<file path="config.mk">
export PLATFORM = sky130hd
export DESIGN_NAME = turf_ctrl_top
export DESIGN_NICKNAME = d
export VERILOG_FILES = /design/src/turf_bus_pkg.sv /design/src/turf_reg_pkg.sv /design/src/turf_reg_if.sv /design/src/serial_tick_gen.sv /design/src/turf_intercon.sv /design/src/turf_id_ctrl.sv /design/src/emio_gpio_ctrl.sv /design/src/turf_ctrl_top.sv
export VERILOG_INCLUDE_DIRS = /design/src
export SDC_FILE = /design/constraint.sdc
export NUM_CORES = 1
export LEC_CHECK = 0
export ABC_AREA = 1
export BUFFER_PORTS_ARGS = -buffer_cell sky130_fd_sc_hd__buf_2
export CORE_MARGIN = 10
export CORE_UTILIZATION = 35
export DETAILED_ROUTE_END_ITERATION = 7
export GPL_ROUTABILITY_DRIVEN = 0
export PLACE_DENSITY_LB_ADDON = 0.3
export SLEW_MARGIN = 20
export SYNTH_ARGS = -nofsm -noshare
export SYNTH_HDL_FRONTEND = slang
export SYNTH_SLANG_ARGS = --single-unit
</file>
<file path="constraint.sdc">
create_clock -name ps_clk -period 4.72 [get_ports ps_clk]
set_input_delay 0.236 -clock ps_clk [delete_from_list [all_inputs] [get_ports ps_clk]]
set_output_delay 0.236 -clock ps_clk [all_outputs]
set_load 0.005 [all_outputs]
</file>
<file path="src/turf_defs.svh">
`ifndef TURF_DEFS_SVH
`define TURF_DEFS_SVH

// Register bus geometry
`define TURF_ADDR_W     16
`define TURF_DATA_W     32

// Slave select lives in the top nibble of the byte address
`define TURF_SLV_MSB    15
`define TURF_SLV_LSB    12
// Word index inside a slave
`define TURF_REG_MSB    5
`define TURF_REG_LSB    2

// ASCII "TURF"
`define TURF_IDENT      32'h5455_5246

// Date/version word fields
`define TURF_VER_MAJOR  4'd0
`define TURF_VER_MINOR  4'd4
`define TURF_VER_REV    8'd19
`define TURF_FW_DATE    15'd0
`define TURF_REV_B      1'b1

`define TURF_NUM_TIO    4

// 16x baud ticks off the 100 MHz PS clock
// Housekeeping is 82/1024 of ps_clk, GPS is 25/4096
`define TURF_HSK_ADD    82
`define TURF_HSK_ACC_W  10
`define TURF_GPS_ADD    25
`define TURF_GPS_ACC_W  12

`endif

</file>
<file path="src/turf_bus_pkg.sv">
`default_nettype none

`include "turf_defs.svh"

package turf_bus_pkg;

    localparam int SLV_SEL_W = `TURF_SLV_MSB - `TURF_SLV_LSB + 1;

    typedef logic [`TURF_ADDR_W-1:0] turf_addr_t;
    typedef logic [`TURF_DATA_W-1:0] turf_data_t;

    // Decoded slave field, anything not mapped collapses to SLV_NONE
    typedef enum logic [SLV_SEL_W-1:0] {
        SLV_IDCTRL = 4'd0,
        SLV_GPIO   = 4'd1,
        SLV_NONE   = 4'd15
    } turf_slave_e;

endpackage

`default_nettype wire

</file>
<file path="src/turf_reg_pkg.sv">
`default_nettype none

`include "turf_defs.svh"

package turf_reg_pkg;

    localparam int REG_IDX_W = `TURF_REG_MSB - `TURF_REG_LSB + 1;

    // ID and control register map
    typedef enum logic [REG_IDX_W-1:0] {
        REG_IDENT        = 4'd0,
        REG_DATEVER      = 4'd1,
        REG_BRIDGE_TYPE  = 4'd2,
        REG_BRIDGE_STAT  = 4'd3,
        REG_BRIDGE_VALID = 4'd4
    } idctrl_reg_e;

    // EMIO GPIO register map
    typedef enum logic [REG_IDX_W-1:0] {
        REG_GPIO_OUT = 4'd0,
        REG_GPIO_TRI = 4'd1,
        REG_GPIO_IN  = 4'd2
    } gpio_reg_e;

    // GPIO bit layout
    localparam int TIO_RESET_LSB    = 12;
    localparam int GPS_TP_LSB       = 10;
    localparam int GPS_EXTINT_LSB   = 8;
    localparam int HSK_COMPLETE_BIT = 2;
    localparam int HSK_IRQ_BIT      = 1;
    localparam int UART_IRQ_BIT     = 0;

endpackage

`default_nettype wire

</file>
<file path="src/turf_reg_if.sv">
`default_nettype none

// Single-master register bus between the intercon and one slave
interface turf_reg_if
    import turf_bus_pkg::*;
();

    logic       cyc;
    logic       stb;
    logic       we;
    turf_addr_t adr;
    turf_data_t dat_w;
    turf_data_t dat_r;
    logic       ack;

    modport master (
        output cyc, stb, we, adr, dat_w,
        input  dat_r, ack
    );

    modport slave (
        input  cyc, stb, we, adr, dat_w,
        output dat_r, ack
    );

endinterface

`default_nettype wire

</file>
<file path="src/serial_tick_gen.sv">
`default_nettype none

`include "turf_defs.svh"

// Fractional accumulator, tick rate is ps_clk * ADD / 2**ACC_W
module serial_tick_gen #(
    parameter int unsigned ADD   = `TURF_HSK_ADD,
    parameter int unsigned ACC_W = `TURF_HSK_ACC_W
) (
    input  wire  ps_clk,
    input  wire  rst_n_i,
    output logic tick_o
);

    logic [ACC_W-1:0] acc_q;
    logic [ACC_W:0]   sum;

    assign sum = {1'b0, acc_q} + (ACC_W+1)'(ADD);

    // Tick is the carry, registered
    always_ff @(posedge ps_clk) begin
        if (!rst_n_i) begin
            acc_q  <= '0;
            tick_o <= 1'b0;
        end else begin
            acc_q  <= sum[ACC_W-1:0];
            tick_o <= sum[ACC_W];
        end
    end

    if (ADD < (2 ** (ACC_W - 1))) begin : g_spacing_chk
        tick_spacing: assert property (@(posedge ps_clk) disable iff (!rst_n_i)
            tick_o |=> !tick_o);
    end

endmodule

`default_nettype wire

</file>
<file path="src/turf_intercon.sv">
`default_nettype none

`include "turf_defs.svh"

module turf_intercon
    import turf_bus_pkg::*;
(
    input  wire         ps_clk,
    input  wire         rst_n_i,
    input  wire         wb_cyc_i,
    input  wire         wb_stb_i,
    input  wire         wb_we_i,
    input  wire turf_addr_t wb_adr_i,
    input  wire turf_data_t wb_dat_i,
    output turf_data_t  wb_dat_o,
    output logic        wb_ack_o,
    turf_reg_if.master  idctrl_o,
    turf_reg_if.master  gpio_o
);

    turf_slave_e slv_dec;
    turf_slave_e slv_q;
    logic        req;
    logic        cyc_q;
    logic        stb_q;
    logic        we_q;
    turf_addr_t  adr_q;
    turf_data_t  dat_q;
    logic        idc_sel;
    logic        gpio_sel;
    logic        none_ack_q;

    always_comb begin
        case (wb_adr_i[`TURF_SLV_MSB:`TURF_SLV_LSB])
            SLV_IDCTRL: slv_dec = SLV_IDCTRL;
            SLV_GPIO:   slv_dec = SLV_GPIO;
            default:    slv_dec = SLV_NONE;
        endcase
    end

    // New request until the reply comes back
    assign req = wb_cyc_i & wb_stb_i & ~wb_ack_o;

    always_ff @(posedge ps_clk) begin
        if (!rst_n_i) begin
            cyc_q <= 1'b0;
            stb_q <= 1'b0;
            slv_q <= SLV_NONE;
        end else begin
            cyc_q <= wb_cyc_i;
            stb_q <= req;
            if (req) begin
                slv_q <= slv_dec;
            end
        end
    end

    // Request payload, held through the ack
    always_ff @(posedge ps_clk) begin
        if (req) begin
            we_q  <= wb_we_i;
            adr_q <= wb_adr_i;
            dat_q <= wb_dat_i;
        end
    end

    ////////////////////////////////////////////////////////////
    // Slave side

    assign idc_sel  = (slv_q == SLV_IDCTRL);
    assign gpio_sel = (slv_q == SLV_GPIO);

    assign idctrl_o.cyc   = cyc_q & idc_sel;
    assign idctrl_o.stb   = stb_q & idc_sel;
    assign idctrl_o.we    = we_q & idc_sel;
    assign idctrl_o.adr   = idc_sel ? adr_q : '0;
    assign idctrl_o.dat_w = idc_sel ? dat_q : '0;

    assign gpio_o.cyc   = cyc_q & gpio_sel;
    assign gpio_o.stb   = stb_q & gpio_sel;
    assign gpio_o.we    = we_q & gpio_sel;
    assign gpio_o.adr   = gpio_sel ? adr_q : '0;
    assign gpio_o.dat_w = gpio_sel ? dat_q : '0;

    // Unmapped space answers itself with the same latency
    always_ff @(posedge ps_clk) begin
        if (!rst_n_i) begin
            none_ack_q <= 1'b0;
        end else begin
            none_ack_q <= stb_q & (slv_q == SLV_NONE) & ~none_ack_q;
        end
    end

    assign wb_ack_o = idctrl_o.ack | gpio_o.ack | none_ack_q;

    always_comb begin
        case (slv_q)
            SLV_IDCTRL: wb_dat_o = idctrl_o.dat_r;
            SLV_GPIO:   wb_dat_o = gpio_o.dat_r;
            default:    wb_dat_o = '0;
        endcase
    end

    ////////////////////////////////////////////////////////////
    // Checks

    one_slave_stb: assert property (@(posedge ps_clk) disable iff (!rst_n_i)
        $onehot0({idctrl_o.stb, gpio_o.stb, stb_q && slv_q == SLV_NONE}));

    single_ack: assert property (@(posedge ps_clk) disable iff (!rst_n_i)
        wb_ack_o |=> !wb_ack_o);

endmodule

`default_nettype wire

</file>
<file path="src/turf_id_ctrl.sv">
`default_nettype none

`include "turf_defs.svh"

module turf_id_ctrl
    import turf_bus_pkg::*;
    import turf_reg_pkg::*;
(
    input  wire                      ps_clk,
    input  wire                      rst_n_i,
    turf_reg_if.slave                bus_i,
    input  wire  [`TURF_NUM_TIO-1:0] bridge_timeout_i,
    input  wire  [`TURF_NUM_TIO-1:0] bridge_invalid_i,
    input  wire  [`TURF_NUM_TIO-1:0] aurora_up_i,
    output logic [7:0]               bridge_type_o
);

    localparam int NUM_TIO = `TURF_NUM_TIO;

    // Revision flag, date, then major/minor/rev
    localparam turf_data_t DATEVERSION = {`TURF_REV_B, `TURF_FW_DATE,
                                          `TURF_VER_MAJOR, `TURF_VER_MINOR,
                                          `TURF_VER_REV};

    idctrl_reg_e          reg_idx;
    logic                 ack_q;
    logic                 wr_en;
    logic                 stat_clr;
    logic [2*NUM_TIO-1:0] clr_mask;
    logic [NUM_TIO-1:0]   timeout_q;
    logic [NUM_TIO-1:0]   invalid_q;
    logic [4*NUM_TIO-1:0] bridge_valid;
    turf_data_t           rdata;

    assign reg_idx = idctrl_reg_e'(bus_i.adr[`TURF_REG_MSB:`TURF_REG_LSB]);

    always_ff @(posedge ps_clk) begin
        if (!rst_n_i) begin
            ack_q <= 1'b0;
        end else begin
            ack_q <= bus_i.cyc & bus_i.stb & ~ack_q;
        end
    end

    // Writes land on the edge closing the ack cycle
    assign wr_en = ack_q & bus_i.we;

    always_ff @(posedge ps_clk) begin
        if (!rst_n_i) begin
            bridge_type_o <= '0;
        end else if (wr_en && reg_idx == REG_BRIDGE_TYPE) begin
            bridge_type_o <= bus_i.dat_w[7:0];
        end
    end

    ////////////////////////////////////////////////////////////
    // Sticky bridge status, timeouts low and invalids above

    assign stat_clr = wr_en && (reg_idx == REG_BRIDGE_STAT);
    assign clr_mask = stat_clr ? bus_i.dat_w[2*NUM_TIO-1:0] : '0;

    always_ff @(posedge ps_clk) begin
        if (!rst_n_i) begin
            timeout_q <= '0;
            invalid_q <= '0;
        end else begin
            // A new event beats a clear on the same bit
            timeout_q <= (timeout_q & ~clr_mask[NUM_TIO-1:0]) | bridge_timeout_i;
            invalid_q <= (invalid_q & ~clr_mask[2*NUM_TIO-1:NUM_TIO]) | bridge_invalid_i;
        end
    end

    // One nibble per bridge: bit 0 always valid, bit 1 is link up
    always_comb begin
        bridge_valid = '0;
        for (int n = 0; n < NUM_TIO; n++) begin
            bridge_valid[4*n]   = 1'b1;
            bridge_valid[4*n+1] = aurora_up_i[n];
        end
    end

    always_comb begin
        case (reg_idx)
            REG_IDENT:        rdata = `TURF_IDENT;
            REG_DATEVER:      rdata = DATEVERSION;
            REG_BRIDGE_TYPE:  rdata = turf_data_t'(bridge_type_o);
            REG_BRIDGE_STAT:  rdata = turf_data_t'({invalid_q, timeout_q});
            REG_BRIDGE_VALID: rdata = turf_data_t'(bridge_valid);
            default:          rdata = '0;
        endcase
    end

    assign bus_i.dat_r = rdata;
    assign bus_i.ack   = ack_q;

    ack_in_stb: assert property (@(posedge ps_clk) disable iff (!rst_n_i)
        bus_i.ack |-> bus_i.stb);

endmodule

`default_nettype wire

</file>
<file path="src/emio_gpio_ctrl.sv">
`default_nettype none

`include "turf_defs.svh"

module emio_gpio_ctrl
    import turf_bus_pkg::*;
    import turf_reg_pkg::*;
(
    input  wire                      ps_clk,
    input  wire                      rst_n_i,
    turf_reg_if.slave                bus_i,
    input  wire  [`TURF_NUM_TIO-1:0] tio_resetb_i,
    input  wire  [1:0]               gps_timepulse_i,
    input  wire                      hsk_complete_i,
    input  wire                      hsk_irq_i,
    input  wire                      uart_irq_b_i,
    output logic [`TURF_NUM_TIO-1:0] tio_resetb_o,
    output logic [`TURF_NUM_TIO-1:0] tio_resetb_oe_o,
    output logic [1:0]               gps_extint_o
);

    localparam int NUM_GPS = 2;
    // TURFIO resets sit at the top of the EMIO word
    localparam int GPIO_W  = TIO_RESET_LSB + `TURF_NUM_TIO;

    gpio_reg_e         reg_idx;
    logic              ack_q;
    logic              wr_en;
    logic [GPIO_W-1:0] out_q;
    logic [GPIO_W-1:0] tri_q;
    logic [GPIO_W-1:0] in_word;
    turf_data_t        rdata;

    assign reg_idx = gpio_reg_e'(bus_i.adr[`TURF_REG_MSB:`TURF_REG_LSB]);

    always_ff @(posedge ps_clk) begin
        if (!rst_n_i) begin
            ack_q <= 1'b0;
        end else begin
            ack_q <= bus_i.cyc & bus_i.stb & ~ack_q;
        end
    end

    assign wr_en = ack_q & bus_i.we;

    // Everything comes up tristated
    always_ff @(posedge ps_clk) begin
        if (!rst_n_i) begin
            out_q <= '0;
            tri_q <= '1;
        end else if (wr_en) begin
            case (reg_idx)
                REG_GPIO_OUT: out_q <= bus_i.dat_w[GPIO_W-1:0];
                REG_GPIO_TRI: tri_q <= bus_i.dat_w[GPIO_W-1:0];
                default: ;
            endcase
        end
    end

    ////////////////////////////////////////////////////////////
    // Pins

    assign tio_resetb_o    = out_q[TIO_RESET_LSB +: `TURF_NUM_TIO];
    assign tio_resetb_oe_o = ~tri_q[TIO_RESET_LSB +: `TURF_NUM_TIO];
    // EXTINT has no input path, so tristate just means low
    assign gps_extint_o    = out_q[GPS_EXTINT_LSB +: NUM_GPS]
                           & ~tri_q[GPS_EXTINT_LSB +: NUM_GPS];

    always_comb begin
        in_word = '0;
        in_word[TIO_RESET_LSB +: `TURF_NUM_TIO] = tio_resetb_i;
        in_word[GPS_TP_LSB +: NUM_GPS]          = gps_timepulse_i;
        in_word[HSK_COMPLETE_BIT]               = hsk_complete_i;
        in_word[HSK_IRQ_BIT]                    = hsk_irq_i;
        in_word[UART_IRQ_BIT]                   = uart_irq_b_i;
    end

    always_comb begin
        case (reg_idx)
            REG_GPIO_OUT: rdata = turf_data_t'(out_q);
            REG_GPIO_TRI: rdata = turf_data_t'(tri_q);
            REG_GPIO_IN:  rdata = turf_data_t'(in_word);
            default:      rdata = '0;
        endcase
    end

    assign bus_i.dat_r = rdata;
    assign bus_i.ack   = ack_q;

    // Lines tristated by a bus write stay low afterwards
    extint_off_when_tri: assert property (@(posedge ps_clk) disable iff (!rst_n_i)
        wr_en && reg_idx == REG_GPIO_TRI
        |=> (gps_extint_o & $past(bus_i.dat_w[GPS_EXTINT_LSB +: NUM_GPS])) == '0);

endmodule

`default_nettype wire

</file>
<file path="src/turf_ctrl_top.sv">
`default_nettype none

`include "turf_defs.svh"

module turf_ctrl_top
    import turf_bus_pkg::*;
(
    input  wire                      ps_clk,
    input  wire                      rst_n_i,
    // Register bus from the PS
    input  wire                      wb_cyc_i,
    input  wire                      wb_stb_i,
    input  wire                      wb_we_i,
    input  wire turf_addr_t          wb_adr_i,
    input  wire turf_data_t          wb_dat_i,
    output turf_data_t               wb_dat_o,
    output logic                     wb_ack_o,
    // Crate bridge
    input  wire  [`TURF_NUM_TIO-1:0] bridge_timeout_i,
    input  wire  [`TURF_NUM_TIO-1:0] bridge_invalid_i,
    input  wire  [`TURF_NUM_TIO-1:0] aurora_up_i,
    output logic [7:0]               bridge_type_o,
    // EMIO pins
    input  wire  [`TURF_NUM_TIO-1:0] tio_resetb_i,
    output logic [`TURF_NUM_TIO-1:0] tio_resetb_o,
    output logic [`TURF_NUM_TIO-1:0] tio_resetb_oe_o,
    input  wire  [1:0]               gps_timepulse_i,
    output logic [1:0]               gps_extint_o,
    input  wire                      hsk_complete_i,
    input  wire                      hsk_irq_i,
    input  wire                      uart_irq_b_i,
    // 16x baud ticks
    output logic                     hsk_tick_o,
    output logic                     gps_tick_o
);

    turf_reg_if idctrl_bus ();
    turf_reg_if gpio_bus ();

    turf_intercon u_intercon (
        .ps_clk   (ps_clk),
        .rst_n_i  (rst_n_i),
        .wb_cyc_i (wb_cyc_i),
        .wb_stb_i (wb_stb_i),
        .wb_we_i  (wb_we_i),
        .wb_adr_i (wb_adr_i),
        .wb_dat_i (wb_dat_i),
        .wb_dat_o (wb_dat_o),
        .wb_ack_o (wb_ack_o),
        .idctrl_o (idctrl_bus.master),
        .gpio_o   (gpio_bus.master)
    );

    turf_id_ctrl u_idctrl (
        .ps_clk           (ps_clk),
        .rst_n_i          (rst_n_i),
        .bus_i            (idctrl_bus.slave),
        .bridge_timeout_i (bridge_timeout_i),
        .bridge_invalid_i (bridge_invalid_i),
        .aurora_up_i      (aurora_up_i),
        .bridge_type_o    (bridge_type_o)
    );

    emio_gpio_ctrl u_gpio (
        .ps_clk          (ps_clk),
        .rst_n_i         (rst_n_i),
        .bus_i           (gpio_bus.slave),
        .tio_resetb_i    (tio_resetb_i),
        .gps_timepulse_i (gps_timepulse_i),
        .hsk_complete_i  (hsk_complete_i),
        .hsk_irq_i       (hsk_irq_i),
        .uart_irq_b_i    (uart_irq_b_i),
        .tio_resetb_o    (tio_resetb_o),
        .tio_resetb_oe_o (tio_resetb_oe_o),
        .gps_extint_o    (gps_extint_o)
    );

    serial_tick_gen #(.ADD(`TURF_HSK_ADD), .ACC_W(`TURF_HSK_ACC_W)) u_hsk_tick (
        .ps_clk  (ps_clk),
        .rst_n_i (rst_n_i),
        .tick_o  (hsk_tick_o)
    );

    serial_tick_gen #(.ADD(`TURF_GPS_ADD), .ACC_W(`TURF_GPS_ACC_W)) u_gps_tick (
        .ps_clk  (ps_clk),
        .rst_n_i (rst_n_i),
        .tick_o  (gps_tick_o)
    );

endmodule

`default_nettype wire

</file>
==> out/qor.yml <==
status: "complete, no violations"
cts-root-buf: "clkbuf_16"
syn_to_final_growth_pct: 17.20
rows: 41
hold_buffers: 0
via_per_inst: 4.778
swShare: 0.2381
yosysSeqAreaShare: 0.4956
portBuffers: 94
hpwl_mm: 8.768
avgSynthCellArea_sq_um: 7.574
cp_cell_sequence: "inv_2, nor2_4, nand2_1, nand2_1, nand2_1, nand2_1, nand3_1, buf_2"
cts_setup_buffers: 0
yosysTopAreaCellShare: 0.3530
grt_first_pass_wirelength_mm: 19.53
timing.rr.start: "u_intercon.slv_q[0]"
ys.flop_type: "dfxtp_1"
synthArstFlopShare: 0
synth_top_family_by_area: "simple AND/OR/NAND/NOR gates"
ys_types: 32
layout-drive-gt1-share: 0.1870
hp-class: "input pin to flop"
p_int_mw: 1.321
synth_fa_ha_area_frac: 0.005658
pre_cts_ws_ns: 2.008
drv_cap: 0
worstSetupPathType: "flop to output pin"
max_freq_ghz: 0.3300
cp-endpoint: "wb_dat_o[4]"
r2r-end: "u_gpio.out_q[9]"
grt_antenna_before_repair: 0
fin_ws_ns: 1.690
drc: 0
synth_mux_area_frac: 0
hold_violations: 0
synth_xor_area_frac: 0
yosys_warnings: 0
setup_viol: 0
clkLatencyLatePin_ns: 0.36
worstSetupStartpointType: "flop"
setup_tns_ns: 0
clkPwrFrac: 0.417
yosys.area.top_type: "dfxtp_1"
grt_setup_unrepaired: "no"
synthTopCellsByArea: "dfxtp_1 35%, edfxtp_1 14%, nand2_1 13%, nand3_1 7.9%, nor2_1 5.5%"
synth_compound_area_frac: 0.08175
ant_nets: 0
clk_pin_slew_ns: 0.07
layout.filler_cells: 1285
fin_worst_skew_ns: 0.006799
power.density_nw_per_um2: 334.4
crit_path_max_incr_delay_ns: 0.64
synthSimpleGateAreaFrac: 0.3123
grt_overflow: 0
cts_resized: 0
finalCriticalPeriod_ns: 3.030
instances_no_fill: 835
grt_start_max_net_pins: 57
routedWlPerCell_um: 14.62
worstMarginPinSlew_ns: 1.000
die-area_sq_um: 17530
synth-seq-cells: 99
finalNetCount: 734
synth-edff-count: 21
crit_family: "simple AND/OR/NAND/NOR gates"
cp_max_fo: 34
syn-cell-area_sq_um: 4423
pwr-share-comb: 0.056
p_seq_frac: 0.527
first_pass_iters: 5
grt_pass1_vias: 4008
cts_sinks: 99
finalWirelength_mm: 12.21
power_mw: 1.733
cp_num_cells: 8
cts_buffers: 9
total_leakage_power_nw: 2.538
required_ns: 4.48
slew_headroom: 0.3333
synth_cells: 584
cts_tree: "built"
cp-end-kind: "output pin"
antennaDiodeCount: 0
synth.most_common_cell: "nand2_1"
synth_common_cells: "158 x nand2_1, 78 x dfxtp_1, 70 x nand3_1"
cp_data_arrival_time_ns: 2.79
period_share: 0.6420
crit_buf_inv: 2
dp.cells: 819
cts_buffer_depth: 2
initial_core_util: 0.3534
io_pins: 127
die_h_um: 132.4
peakVddDrop_mv: 0.2426
hold_depth: 1
fp.dieW_um: 132.4
crit_top_cell: "nand2_1"
htreeDepth: 3
drv_slew: 0
crit_slowest_cell: "nand2_1"
coreArea_sq_um: 12520
reg2regPathDepth: 7
rrSetupSlack_ns: 2.24
drtIter0Drc: 333
setup.worst_path.start: "u_intercon.slv_q[0]"
grt.total_usage: 0.1381
p_switching_mw: 0.4127
dr_total_vias: 3990
final_util: 0.4141
[through the flow]
stage,hold slack [ns],area [sq um]
floorplan,0.3295,4449
detailed placement,0.4141,4890
CTS,0.04391,5184
global route,0.04431,5184
finish,0.05671,5184
global placement,0.4124,4890
[registers in the layout (all words and copies together), names as in the netlist, 2 cells and up]
name                    cells
u_intercon.dat_q           16
u_idctrl.bridge_type_o      8
u_gpio.tri_q               16
u_gps_tick.acc_q           12
u_hsk_tick.acc_q            9
u_intercon.adr_q            4
u_idctrl.invalid_q          4
u_intercon.slv_q            2
u_idctrl.timeout_q          4
u_gpio.out_q               16
[how the worst min path moves through the flow]
stage / slack [ns] / to / start
after detailed placement: 0.41 / u_intercon.we_q / wb_we_i
after CTS: 0.04 / u_intercon.dat_q[2] / wb_dat_i[2]
after floorplan: 0.33 / u_intercon.cyc_q / wb_cyc_i
final: 0.06 / u_intercon.dat_q[2] / wb_dat_i[2]
after global routing: 0.04 / u_intercon.dat_q[7] / wb_dat_i[7]
after global placement: 0.41 / u_intercon.none_ack_q / u_intercon.none_ack_q
[cell usage in the layout (no fill, tap or decap), drive strengths merged, types with 2 or more instances in the layout]
cell and n:
nand4 5, nand2 161, nor3 4, o21a 2, clkinv 4, inv 57, nor2 73, conb 8
o21ai 34, nor4 2, dfxtp 78, a21oi 34, nand3 70, ha 2, buf 94, edfxtp 21
clkbuf 10
[cells by family (layout without fill, tap and decap cells)]
| logic type | Yosys count | count (layout) |
|---|---|---|
| AO/OA/AOI/OAI | 71 | 71 |
| adder cells (fa/ha/maj) | 2 | 2 |
| buffers and inverters | 93 | 165 |
| flip-flops | 99 | 99 |
| other | 1 | 8 |
| AND/OR/NAND/NOR | 318 | 318 |
[area by class of cell]
cell class              instances  area (sq um)  area share
clock buffers                  10         250.2     0.04827
clock inverters                 6         43.79    0.008448
inverters                      55         214.0     0.04127
multi-input cells             399          1798      0.3468
flip-flops and latches         99          2192      0.4229
well taps                     172         215.2     0.04152
repair buffers                 94         470.5     0.09076
[worst reg2reg max path: cells and delay by family (launching register included)]
family                 cells  cell delay (ns)
and+or+nand+nor            5             1.50
DFF                        1             0.47
buffers and inverters      2             0.41
[power groups by stage]
stage | sequential [mW] | combinational, mW | clock (mW)
after floorplan | 0.926 | 0.0672 | 0
after global placement | 0.931 | 0.0952 | 0
after detailed placement | 0.933 | 0.0977 | 0
after CTS | 0.913 | 0.0980 | 0.747
after global routing | 0.917 | 0.112 | 0.778
final | 0.914 | 0.0967 | 0.723
[routing by layer]
layer,GRT usage,routed length [um],part of all wire
met1,0.1621,5363,0.44
met2,0.2225,5694,0.47
met3,0.03974,774,0.063
met4,0.07579,374,0.031
met5,0,0,0
Note: power is estimated with default switching activity, not from simulation.
